[src/verilog/cim_pkg.sv]
// CiM node package with widths, bus encodings, memory map and FSM states
`default_nettype none

package cim_pkg;

    // Fixed-point format
    localparam int N_STORAGE = 16;
    localparam int N_COMP = 22;
    localparam int FRAC_BITS = 10;

    typedef logic signed [N_STORAGE-1:0] storage_t;
    typedef logic signed [N_COMP-1:0] comp_t;

    // Shared bus
    localparam int NUM_CIMS = 4;
    localparam int BUS_LANES = 3;

    typedef logic [$clog2(NUM_CIMS)-1:0] node_id_t;

    typedef enum logic [3:0] {
        NOP,
        PATCH_LOAD_BROADCAST_START_OP,
        PATCH_LOAD_BROADCAST_OP,
        DENSE_BROADCAST_START_OP,
        DENSE_BROADCAST_DATA_OP,
        PARAM_STREAM_START_OP,
        PARAM_STREAM_OP
    } bus_op_t;

    // Memories
    localparam int INT_RES_DEPTH = 64;
    localparam int PARAMS_DEPTH = 64;

    typedef logic [$clog2(INT_RES_DEPTH)-1:0] int_res_addr_t;
    typedef logic [$clog2(PARAMS_DEPTH)-1:0] params_addr_t;

    localparam int PATCH_LEN = 8;
    localparam int NUM_PATCHES = 4;

    typedef logic [$clog2(PATCH_LEN+1)-1:0] mac_len_t;

    // Two patch buffers used in turn
    localparam int_res_addr_t [1:0] PATCH_SLOT_BASE = {6'd8, 6'd0};
    localparam int_res_addr_t PATCH_OUT_BASE = 6'd16;   // One projected value per patch
    localparam params_addr_t KERNEL_BASE = 6'd0;
    localparam params_addr_t BIAS_ADDR = 6'd8;

    typedef enum logic [2:0] {
        MAC_IDLE,
        MAC_READ,
        MAC_ACC,
        MAC_BIAS_READ,
        MAC_BIAS_ADD
    } mac_state_t;

    typedef enum logic {
        PROJ_IDLE,
        PROJ_MAC
    } proj_state_t;

    typedef enum logic [1:0] {
        FILL_IDLE,
        FILL_READ,
        FILL_LATCH
    } fill_state_t;

endpackage

`default_nettype wire

[src/verilog/cim_mem_if.sv]
// One requester port into a CiM memory array
`timescale 1ns/1ps
`default_nettype none

interface cim_mem_if import cim_pkg::*; #(
    parameter type addr_t = int_res_addr_t
) ();

    logic read_en;
    logic write_en;
    addr_t addr;
    storage_t write_data;
    storage_t read_data;    // Valid one cycle after read_en

    modport requester (
        output read_en, write_en, addr, write_data,
        input read_data
    );

    modport memory (
        input read_en, write_en, addr, write_data,
        output read_data
    );

endinterface

`default_nettype wire

[src/verilog/cim_mem.sv]
// Parameter and intermediate-result storage with shared registered read ports
`timescale 1ns/1ps
`default_nettype none

module cim_mem import cim_pkg::*; (
    input logic clk,
    cim_mem_if.memory int_rx,
    cim_mem_if.memory int_proj,
    cim_mem_if.memory int_mac,
    cim_mem_if.memory int_tx,
    cim_mem_if.memory par_rx,
    cim_mem_if.memory par_mac
);

    storage_t int_res [INT_RES_DEPTH];
    storage_t params [PARAMS_DEPTH];
    storage_t int_rd_q;
    storage_t par_rd_q;
    int_res_addr_t int_rd_addr;

    assign int_rd_addr = int_mac.read_en ? int_mac.addr : int_tx.addr;

    always_ff @(posedge clk) begin
        // Writers own disjoint regions
        if (int_rx.write_en) begin
            int_res[int_rx.addr] <= int_rx.write_data;
        end
        if (int_proj.write_en) begin
            int_res[int_proj.addr] <= int_proj.write_data;
        end
        if (par_rx.write_en) begin
            params[par_rx.addr] <= par_rx.write_data;
        end
        if (int_mac.read_en || int_tx.read_en) begin
            int_rd_q <= int_res[int_rd_addr];
        end
        if (par_mac.read_en) begin
            par_rd_q <= params[par_mac.addr];
        end
    end

    assign int_mac.read_data = int_rd_q;
    assign int_tx.read_data = int_rd_q;
    assign int_rx.read_data = int_rd_q;
    assign int_proj.read_data = int_rd_q;
    assign par_mac.read_data = par_rd_q;
    assign par_rx.read_data = par_rd_q;

    // MAC and send share the int_res read port
    assert property (@(posedge clk) not (int_mac.read_en && int_tx.read_en))
        else $error("int_res read by MAC and send in the same cycle");

    assert property (@(posedge clk)
        not (int_rx.write_en && int_proj.write_en && int_rx.addr == int_proj.addr))
        else $error("int_res writers hit the same address");

endmodule

`default_nettype wire

[src/verilog/mac_engine.sv]
// Sequential fixed-point multiply-accumulate with bias and truncation to storage width
`timescale 1ns/1ps
`default_nettype none

module mac_engine import cim_pkg::*; (
    input  logic clk,
    input  logic rst_n,
    input  logic mac_start,
    input  mac_len_t len,
    input  int_res_addr_t addr1,
    input  params_addr_t addr2,
    input  params_addr_t bias_addr,
    cim_mem_if.requester int_rd,
    cim_mem_if.requester par_rd,
    output logic mac_busy,
    output logic mac_done,
    output storage_t mac_result
);

    mac_state_t state;
    mac_len_t len_q;
    mac_len_t cnt;
    int_res_addr_t addr1_q;
    params_addr_t addr2_q;
    params_addr_t bias_q;
    comp_t acc;
    comp_t sum;
    logic signed [2*N_STORAGE-1:0] prod;

    assign int_rd.read_en = (state == MAC_READ);
    assign int_rd.write_en = 1'b0;
    assign int_rd.addr = addr1_q + int_res_addr_t'(cnt);
    assign int_rd.write_data = '0;

    assign par_rd.read_en = (state == MAC_READ) || (state == MAC_BIAS_READ);
    assign par_rd.write_en = 1'b0;
    assign par_rd.addr = (state == MAC_BIAS_READ) ? bias_q : addr2_q + params_addr_t'(cnt);
    assign par_rd.write_data = '0;

    assign prod = int_rd.read_data * par_rd.read_data;
    assign sum = acc + comp_t'(par_rd.read_data);  // Bias sign-extended
    assign mac_busy = (state != MAC_IDLE);

    always_ff @(posedge clk) begin
        if (!rst_n) begin
            state <= MAC_IDLE;
            mac_done <= 1'b0;
        end else begin
            mac_done <= 1'b0;
            case (state)
                MAC_IDLE: begin
                    if (mac_start) begin
                        len_q <= len;
                        addr1_q <= addr1;
                        addr2_q <= addr2;
                        bias_q <= bias_addr;
                        cnt <= '0;
                        acc <= '0;
                        state <= MAC_READ;
                    end
                end
                MAC_READ: state <= MAC_ACC;
                MAC_ACC: begin
                    acc <= acc + comp_t'(prod >>> FRAC_BITS);  // Wraps in comp_t
                    cnt <= cnt + 1'b1;
                    state <= (cnt == len_q - 1'b1) ? MAC_BIAS_READ : MAC_READ;
                end
                MAC_BIAS_READ: state <= MAC_BIAS_ADD;
                MAC_BIAS_ADD: begin
                    // Two's-complement low bits equal the sign-magnitude cut
                    mac_result <= storage_t'(sum[N_STORAGE-1:0]);
                    mac_done <= 1'b1;
                    state <= MAC_IDLE;
                end
                default: state <= MAC_IDLE;
            endcase
        end
    end

    assert property (@(posedge clk) disable iff (!rst_n) mac_start |-> !mac_busy)
        else $error("mac_start while the MAC is busy");

endmodule

`default_nettype wire

[src/verilog/bus_rx_ctrl.sv]
// Bus instruction decoder for parameter streaming, patch loading and send requests
`timescale 1ns/1ps
`default_nettype none

module bus_rx_ctrl import cim_pkg::*; #(
    parameter node_id_t NODE_ID = '0
) (
    input  logic clk,
    input  logic rst_n,
    input  bus_op_t bus_op,
    input  storage_t [BUS_LANES-1:0] bus_data,
    input  node_id_t bus_target_or_sender,
    cim_mem_if.requester int_wr,
    cim_mem_if.requester par_wr,
    output logic patch_ready,
    output int_res_addr_t patch_slot,
    output logic load_start,
    output logic tx_start,
    output int_res_addr_t tx_addr,
    output logic [1:0] tx_words
);

    logic to_me;
    params_addr_t rx_addr;
    params_addr_t rx_cnt;
    logic [1:0] lane;
    logic [$clog2(PATCH_LEN)-1:0] word_idx;
    logic slot;
    logic last_word;

    assign to_me = (bus_target_or_sender == NODE_ID);
    assign int_wr.read_en = 1'b0;
    assign par_wr.read_en = 1'b0;

    always_ff @(posedge clk) begin
        if (!rst_n) begin
            int_wr.write_en <= 1'b0;
            par_wr.write_en <= 1'b0;
            patch_ready <= 1'b0;
            load_start <= 1'b0;
            tx_start <= 1'b0;
            last_word <= 1'b0;
            rx_cnt <= '0;
            lane <= '0;
            word_idx <= '0;
            slot <= 1'b0;
        end else begin
            int_wr.write_en <= 1'b0;
            par_wr.write_en <= 1'b0;
            load_start <= 1'b0;
            tx_start <= 1'b0;
            last_word <= 1'b0;
            patch_ready <= last_word;  // After the last word lands
            if (last_word) begin
                patch_slot <= int_wr.addr - int_res_addr_t'(PATCH_LEN - 1);
            end
            case (bus_op)
                PARAM_STREAM_START_OP: begin
                    rx_addr <= params_addr_t'(bus_data[0]);
                    rx_cnt <= '0;
                    lane <= '0;
                end
                PARAM_STREAM_OP: begin
                    // Master fills lanes 0, 1, 2 in turn
                    if (to_me) begin
                        par_wr.write_en <= 1'b1;
                        par_wr.addr <= rx_addr + rx_cnt;
                        par_wr.write_data <= bus_data[lane];
                        rx_cnt <= rx_cnt + 1'b1;
                        lane <= (lane == 2'd2) ? 2'd0 : lane + 1'b1;
                    end
                end
                PATCH_LOAD_BROADCAST_START_OP: begin
                    load_start <= 1'b1;
                    word_idx <= '0;
                    slot <= 1'b0;
                end
                PATCH_LOAD_BROADCAST_OP: begin
                    int_wr.write_en <= 1'b1;
                    int_wr.addr <= PATCH_SLOT_BASE[slot] + int_res_addr_t'(word_idx);
                    int_wr.write_data <= bus_data[0];
                    word_idx <= word_idx + 1'b1;
                    if (word_idx == PATCH_LEN - 1) begin
                        last_word <= 1'b1;
                        slot <= ~slot;  // Next patch into the other buffer
                    end
                end
                DENSE_BROADCAST_START_OP: begin
                    if (to_me) begin
                        tx_start <= 1'b1;
                        tx_addr <= int_res_addr_t'(bus_data[0]);
                        tx_words <= bus_data[1][1:0];
                    end
                end
                default: begin
                end
            endcase
        end
    end

    // A send carries one to three words
    assert property (@(posedge clk) disable iff (!rst_n) tx_start |-> tx_words != 2'd0)
        else $error("Send requested with zero words");

endmodule

`default_nettype wire

[src/verilog/patch_proj_ctrl.sv]
// Patch projection sequencer that runs one MAC per patch and stores its result
`timescale 1ns/1ps
`default_nettype none

module patch_proj_ctrl import cim_pkg::*; (
    input  logic clk,
    input  logic rst_n,
    input  logic patch_ready,
    input  int_res_addr_t patch_slot,
    input  logic load_start,
    input  logic mac_busy,
    input  logic mac_done,
    input  storage_t mac_result,
    input  logic tx_busy,
    cim_mem_if.requester int_wr,
    output logic mac_start,
    output mac_len_t mac_len,
    output int_res_addr_t mac_addr1,
    output params_addr_t mac_addr2,
    output params_addr_t mac_bias_addr,
    output logic is_ready
);

    proj_state_t state;
    logic [$clog2(NUM_PATCHES+1)-1:0] patch_idx;
    logic all_done;

    // Every patch uses the same kernel and bias
    assign mac_len = mac_len_t'(PATCH_LEN);
    assign mac_addr2 = KERNEL_BASE;
    assign mac_bias_addr = BIAS_ADDR;
    assign int_wr.read_en = 1'b0;

    assign is_ready = all_done & ~mac_busy & ~tx_busy;

    always_ff @(posedge clk) begin
        if (!rst_n) begin
            state <= PROJ_IDLE;
            mac_start <= 1'b0;
            int_wr.write_en <= 1'b0;
            patch_idx <= '0;
            all_done <= 1'b0;
        end else begin
            mac_start <= 1'b0;
            int_wr.write_en <= 1'b0;
            if (int_wr.write_en && patch_idx == NUM_PATCHES) begin
                all_done <= 1'b1;
            end
            case (state)
                PROJ_IDLE: begin
                    if (patch_ready) begin
                        mac_start <= 1'b1;
                        mac_addr1 <= patch_slot;
                        state <= PROJ_MAC;
                    end
                end
                PROJ_MAC: begin
                    if (mac_done) begin
                        int_wr.write_en <= 1'b1;
                        int_wr.addr <= PATCH_OUT_BASE + int_res_addr_t'(patch_idx);
                        int_wr.write_data <= mac_result;
                        patch_idx <= patch_idx + 1'b1;
                        state <= PROJ_IDLE;
                    end
                end
                default: state <= PROJ_IDLE;
            endcase
            if (load_start) begin  // New image
                patch_idx <= '0;
                all_done <= 1'b0;
            end
        end
    end

endmodule

`default_nettype wire

[src/verilog/bus_tx_fill.sv]
// Fill-and-send FSM that gathers stored words into bus lanes and drives one instruction
`timescale 1ns/1ps
`default_nettype none

module bus_tx_fill import cim_pkg::*; (
    input  logic clk,
    input  logic rst_n,
    input  logic tx_start,
    input  int_res_addr_t tx_addr,
    input  logic [1:0] tx_words,
    cim_mem_if.requester int_rd,
    output logic tx_busy,
    output logic bus_drive,
    output bus_op_t bus_out_op,
    output storage_t [BUS_LANES-1:0] bus_out_data
);

    fill_state_t state;
    int_res_addr_t base;
    logic [1:0] words;
    logic [1:0] idx;
    logic [1:0] lane;

    // Short sends are right-aligned to lane 2
    assign lane = idx + (2'(BUS_LANES) - words);

    assign int_rd.read_en = (state == FILL_READ);
    assign int_rd.write_en = 1'b0;
    assign int_rd.addr = base + int_res_addr_t'(idx);
    assign int_rd.write_data = '0;

    assign tx_busy = (state != FILL_IDLE);
    assign bus_out_op = bus_drive ? DENSE_BROADCAST_DATA_OP : NOP;

    always_ff @(posedge clk) begin
        if (!rst_n) begin
            state <= FILL_IDLE;
            bus_drive <= 1'b0;
        end else begin
            bus_drive <= 1'b0;
            case (state)
                FILL_IDLE: begin
                    if (tx_start) begin
                        base <= tx_addr;
                        words <= tx_words;
                        idx <= '0;
                        bus_out_data <= '0;  // Unused lanes stay zero
                        state <= FILL_READ;
                    end
                end
                FILL_READ: state <= FILL_LATCH;
                FILL_LATCH: begin
                    bus_out_data[lane] <= int_rd.read_data;
                    idx <= idx + 1'b1;
                    if (idx == words - 1'b1) begin
                        bus_drive <= 1'b1;
                        state <= FILL_IDLE;
                    end else begin
                        state <= FILL_READ;
                    end
                end
                default: state <= FILL_IDLE;
            endcase
        end
    end

endmodule

`default_nettype wire

[src/verilog/cim_node.sv]
// CiM node top level with bus decode, patch projection and dense send
`timescale 1ns/1ps
`default_nettype none

module cim_node import cim_pkg::*; #(
    parameter node_id_t NODE_ID = '0
) (
    input  logic clk,
    input  logic rst_n,
    input  bus_op_t bus_op,
    input  storage_t [BUS_LANES-1:0] bus_data,
    input  node_id_t bus_target_or_sender,
    output bus_op_t bus_out_op,
    output storage_t [BUS_LANES-1:0] bus_out_data,
    output node_id_t bus_out_target_or_sender,
    output logic bus_drive,
    output logic is_ready
);

    logic patch_ready;
    logic load_start;
    logic tx_start;
    logic tx_busy;
    logic mac_start;
    logic mac_busy;
    logic mac_done;
    logic [1:0] tx_words;
    int_res_addr_t patch_slot;
    int_res_addr_t tx_addr;
    int_res_addr_t mac_addr1;
    params_addr_t mac_addr2;
    params_addr_t mac_bias_addr;
    mac_len_t mac_len;
    storage_t mac_result;

    cim_mem_if int_rx_if ();
    cim_mem_if int_proj_if ();
    cim_mem_if int_mac_if ();
    cim_mem_if int_tx_if ();
    cim_mem_if #(.addr_t(params_addr_t)) par_rx_if ();
    cim_mem_if #(.addr_t(params_addr_t)) par_mac_if ();

    assign bus_out_target_or_sender = NODE_ID;  // Always the sender

    cim_mem u_cim_mem (
        .clk(clk),
        .int_rx(int_rx_if.memory),
        .int_proj(int_proj_if.memory),
        .int_mac(int_mac_if.memory),
        .int_tx(int_tx_if.memory),
        .par_rx(par_rx_if.memory),
        .par_mac(par_mac_if.memory)
    );

    bus_rx_ctrl #(.NODE_ID(NODE_ID)) u_bus_rx_ctrl (
        .clk(clk),
        .rst_n(rst_n),
        .bus_op(bus_op),
        .bus_data(bus_data),
        .bus_target_or_sender(bus_target_or_sender),
        .int_wr(int_rx_if.requester),
        .par_wr(par_rx_if.requester),
        .patch_ready(patch_ready),
        .patch_slot(patch_slot),
        .load_start(load_start),
        .tx_start(tx_start),
        .tx_addr(tx_addr),
        .tx_words(tx_words)
    );

    patch_proj_ctrl u_patch_proj_ctrl (
        .clk(clk),
        .rst_n(rst_n),
        .patch_ready(patch_ready),
        .patch_slot(patch_slot),
        .load_start(load_start),
        .mac_busy(mac_busy),
        .mac_done(mac_done),
        .mac_result(mac_result),
        .tx_busy(tx_busy),
        .int_wr(int_proj_if.requester),
        .mac_start(mac_start),
        .mac_len(mac_len),
        .mac_addr1(mac_addr1),
        .mac_addr2(mac_addr2),
        .mac_bias_addr(mac_bias_addr),
        .is_ready(is_ready)
    );

    mac_engine u_mac_engine (
        .clk(clk),
        .rst_n(rst_n),
        .mac_start(mac_start),
        .len(mac_len),
        .addr1(mac_addr1),
        .addr2(mac_addr2),
        .bias_addr(mac_bias_addr),
        .int_rd(int_mac_if.requester),
        .par_rd(par_mac_if.requester),
        .mac_busy(mac_busy),
        .mac_done(mac_done),
        .mac_result(mac_result)
    );

    bus_tx_fill u_bus_tx_fill (
        .clk(clk),
        .rst_n(rst_n),
        .tx_start(tx_start),
        .tx_addr(tx_addr),
        .tx_words(tx_words),
        .int_rd(int_tx_if.requester),
        .tx_busy(tx_busy),
        .bus_drive(bus_drive),
        .bus_out_op(bus_out_op),
        .bus_out_data(bus_out_data)
    );

endmodule

`default_nettype wire

[config.mk]
export PLATFORM = sky130hd
export DESIGN_NAME = cim_node
export DESIGN_NICKNAME = d
export VERILOG_FILES = /design/src/verilog/cim_pkg.sv /design/src/verilog/cim_mem_if.sv /design/src/verilog/cim_mem.sv /design/src/verilog/mac_engine.sv /design/src/verilog/bus_rx_ctrl.sv /design/src/verilog/patch_proj_ctrl.sv /design/src/verilog/bus_tx_fill.sv /design/src/verilog/cim_node.sv
export SDC_FILE = /design/constraint.sdc
export NUM_CORES = 2
export LEC_CHECK = 0
export BUFFER_PORTS_ARGS = -buffer_cell sky130_fd_sc_hd__clkbuf_2
export CAP_MARGIN = 40
export CORE_ASPECT_RATIO = 0.6
export CORE_MARGIN = 10
export CORE_UTILIZATION = 35
export CTS_CLUSTER_DIAMETER = 200
export CTS_CLUSTER_SIZE = 28
export DETAILED_ROUTE_END_ITERATION = 8
export PLACE_DENSITY = 0.52
export SLEW_MARGIN = 40
export SYNTH_ARGS = -nofsm -noshare
export SYNTH_HDL_FRONTEND = slang
export SYNTH_SLANG_ARGS = --single-unit
[constraint.sdc]
create_clock -name clk -period 8.7 [get_ports clk]
set_input_delay 0.87 -clock clk [delete_from_list [all_inputs] [get_ports clk]]
set_output_delay 0.87 -clock clk [all_outputs]
set_load 0.005 [all_outputs]
==> reports/qor.yml <==
status:
  status: "completed"
grt:
  grt_pass1_wl_um: 179000
  grt_max_degree: 59
  grt_pass1_vias: 25969
  gr-total-overflow: 0
  grt_usage_pct: 16.2
  antenna_found_initial: 9
layout:
  fillers: 12282
  final_nets: 3810
  syn_to_final_growth_pct: 9.26
  multi_input_area_sq_um: 17700
  regArea_sq_um: 26300
  layout-drive-gt1-share_pct: 16.1
clock_tree:
  post_cts_buffers: 0
  cts_max_path_buffers: 3
  clock_sinks: 886
  cts_buffers: 37
  htreeDepth: 2
  clk_pin_slew_ps: 140
  cts_resized: 0
  cts_tree: "built"
  clockRootBuffer: "clkbuf_16"
  cts_hold_buf: 0
  clk_latency_ps: 650
sta:
  max_freq_mhz: 123
  maxSlewHeadroom_pct: 44.3
  period_share_pct: 93.7
  setup_viol: 0
  setup_ws_ps: 547
  rsz0062_at_grt: "false"
  worstMarginPinSlew_ps: 836
  hold_viol: 0
  period_minus_slack_ps: 8150
  slew_viol_final: 0
  setup_tns_ps: 0
  finalClockSkew_ps: 34.8
route:
  drtIter0Drc: 2449
  wl_um: 120000
  wire_per_inst_um: 23.2
  drc: 0
  drtPass1Iterations: 5
  vias: 26228
  viasPerCell: 5.09
  ant_nets: 0
power:
  fin_total_pwr_uw: 7060
  p_int_uw: 5560
  clockPowerShare_pct: 30.7
  leakagePower_uw: 0.0182
  seq_power_share_pct: 65.6
  switchingPower_uw: 1500
  pwr-share-comb_pct: 3.8
  switching_share_pct: 21.2
  power.density_nw_per_um2: 142
  peakVddDrop_mv: 0.143
synthesis:
  ys_seq_area_share_pct: 57.7
  syn_area_sq_um: 45500
  synthFlopType: "edfxtp_1"
  yosys.area.top_type_share_pct: 56.3
  yosys_warnings: 0
  ys_top_cells_by_area: "edfxtp_1, fa_1, mux4_2, ha_1, mux2_2"
  synth.distinct_cells: 64
  yosysTopAreaCell: "edfxtp_1"
  yosys-top-cells-count: "edfxtp_1, nand2_1, inv_1"
  postSynthAreaPerCell_sq_um: 13.7
  synthArstFlopShare_pct: 0
  synth-edff-count: 854
  synthCells: 3317
  yosysMostFrequentCell: "edfxtp_1"
  ys_ff_latch: 886
critical_path:
  end_kind: "register"
  arrival_ps: 8540
  worstSetupPathType: "reg -> reg"
  crit_top_cell: "fa_1"
  max_stage_delay_ps: 700
  cp_max_fo: 11
  worstPathRequired_ps: 9090
  critical_path_depth: 28
  worst-path-buf-inv: 4
  worst_r2r_path_depth: 28
  critPathSlowestCell: "edfxtp_1"
  critPathTopFamily: "adder cells"
  worst_setup_path_start_kind: "register"
placement:
  place_hpwl_um: 83400
  preCtsSetupSlack_ps: 575
  gp_congestion: 0.806
  port_buffers: 106
floorplanning:
  rows: 102
  core_area_sq_um: 129000
  die_h_um: 299
  dieArea_sq_um: 145000
  initial_core_util_pct: 35.3
  ioPinCount: 112
  fp.dieW_um: 486
job:
  max_cap_viol_count: 0
hold_path:
  hold_path_depth: 0
  min_path_type: "reg -> reg"
[metal layers]
metal | track usage (%) | part of all wire (%) | wire length (um) | vias to the layer above
met4 | 1.67 | 0.88 | 1050 | 0
li1 | - | - | - | 11891
met1 | 27.0 | 53 | 63100 | 13462
met2 | 20.6 | 38 | 44900 | 812
met3 | 4.50 | 8.8 | 10500 | 63
met5 | 0 | 0 | 0 | -
[area by class of cell]
cell class | instances | share of cell area, %
well taps | 1716 | 4.31
flip-flops and latches | 886 | 52.8
inverters | 289 | 2.19
clock inverters | 3 | 0.0955
multi-input cells | 1979 | 35.5
repair buffers | 224 | 3.03
clock buffers | 51 | 2.01
diodes | 4 | 0.0201
[through the flow]
stage               hold slack [ps]  util, %  std cells  instance area, sq um
floorplan                       400        -       3321                 45600
global placement                402     37.5       5077                 48400
detailed placement              405     37.7       5092                 48700
CTS                             372     38.5       5146                 49700
global route                    386     38.5       5149                 49800
finish                          415     38.5       5152                 49800
[final timing paths]
kind	from	to	slack, ps
setup / recovery	u_cim_mem.int_mac.read_data[9]	u_mac_engine.acc[15]	550
hold / removal	u_patch_proj_ctrl.mac_addr1[2]	u_mac_engine.addr1_q[2]	410
setup reg to reg	u_cim_mem.int_mac.read_data[9]	u_mac_engine.acc[15]	550
hold reg to reg	u_patch_proj_ctrl.mac_addr1[2]	u_mac_engine.addr1_q[2]	410
[logic make-up (layout without fill, tap and decap cells)]
logic type,Yosys count,count (layout),share of synthesized area (%)
adder cells (fa/ha/maj),337,337,12.8
flip-flops,886,886,57.7
AND/OR/NAND/NOR,832,832,8.29
buffers and inverters,456,567,3.98
multiplexers,375,375,11.3
XOR/XNOR,80,80,1.54
AO/OA/AOI/OAI,350,350,4.43
other,1,9,0.00823
[layout by cell type (no fill, tap or decap), types with 13 or more instances in the layout]
master,n
edfxtp_1,854
nand2_1,387
inv_1,285
fa_1,213
nor2_1,146
mux2i_1,146
mux2_2,131
o21ai_0,128
ha_1,124
and2_1,117
a21oi_1,111
clkbuf_2,106
buf_4,100
mux4_2,96
xnor2_1,52
clkbuf_16,38
nand3_1,35
dfxtp_1,31
xor2_1,27
and3_1,25
nand2b_1,23
nor3_1,20
o21ai_1,18
a221oi_1,17
o211ai_1,16
a21o_1,14
clkbuf_1,13
[power by group through the flow]
stage,clock [uW],sequential [uW],combinational [uW]
floorplan,0,4720,175
CTS,2230,4630,263
detailed placement,0,4720,260
finish,2170,4630,265
global route,2370,4630,296
global placement,0,4730,251
[registers in the layout, summed over array words and instances, names as in the netlist, 6 cells and up]
register                             count
u_bus_tx_fill.bus_out_data              48
u_cim_mem.int_mac.read_data             16
u_bus_rx_ctrl.rx_cnt                     6
u_mac_engine.acc                        16
u_bus_rx_ctrl.int_wr.write_data         16
u_bus_rx_ctrl.par_wr.addr                6
u_bus_rx_ctrl.par_wr.write_data         16
u_mac_engine.mac_result                 16
u_cim_mem.int_res                      384
u_bus_rx_ctrl.rx_addr                    6
u_cim_mem.params                       256
u_patch_proj_ctrl.int_wr.write_data     16
u_cim_mem.par_mac.read_data             16
(Power assumes the default switching activity.)
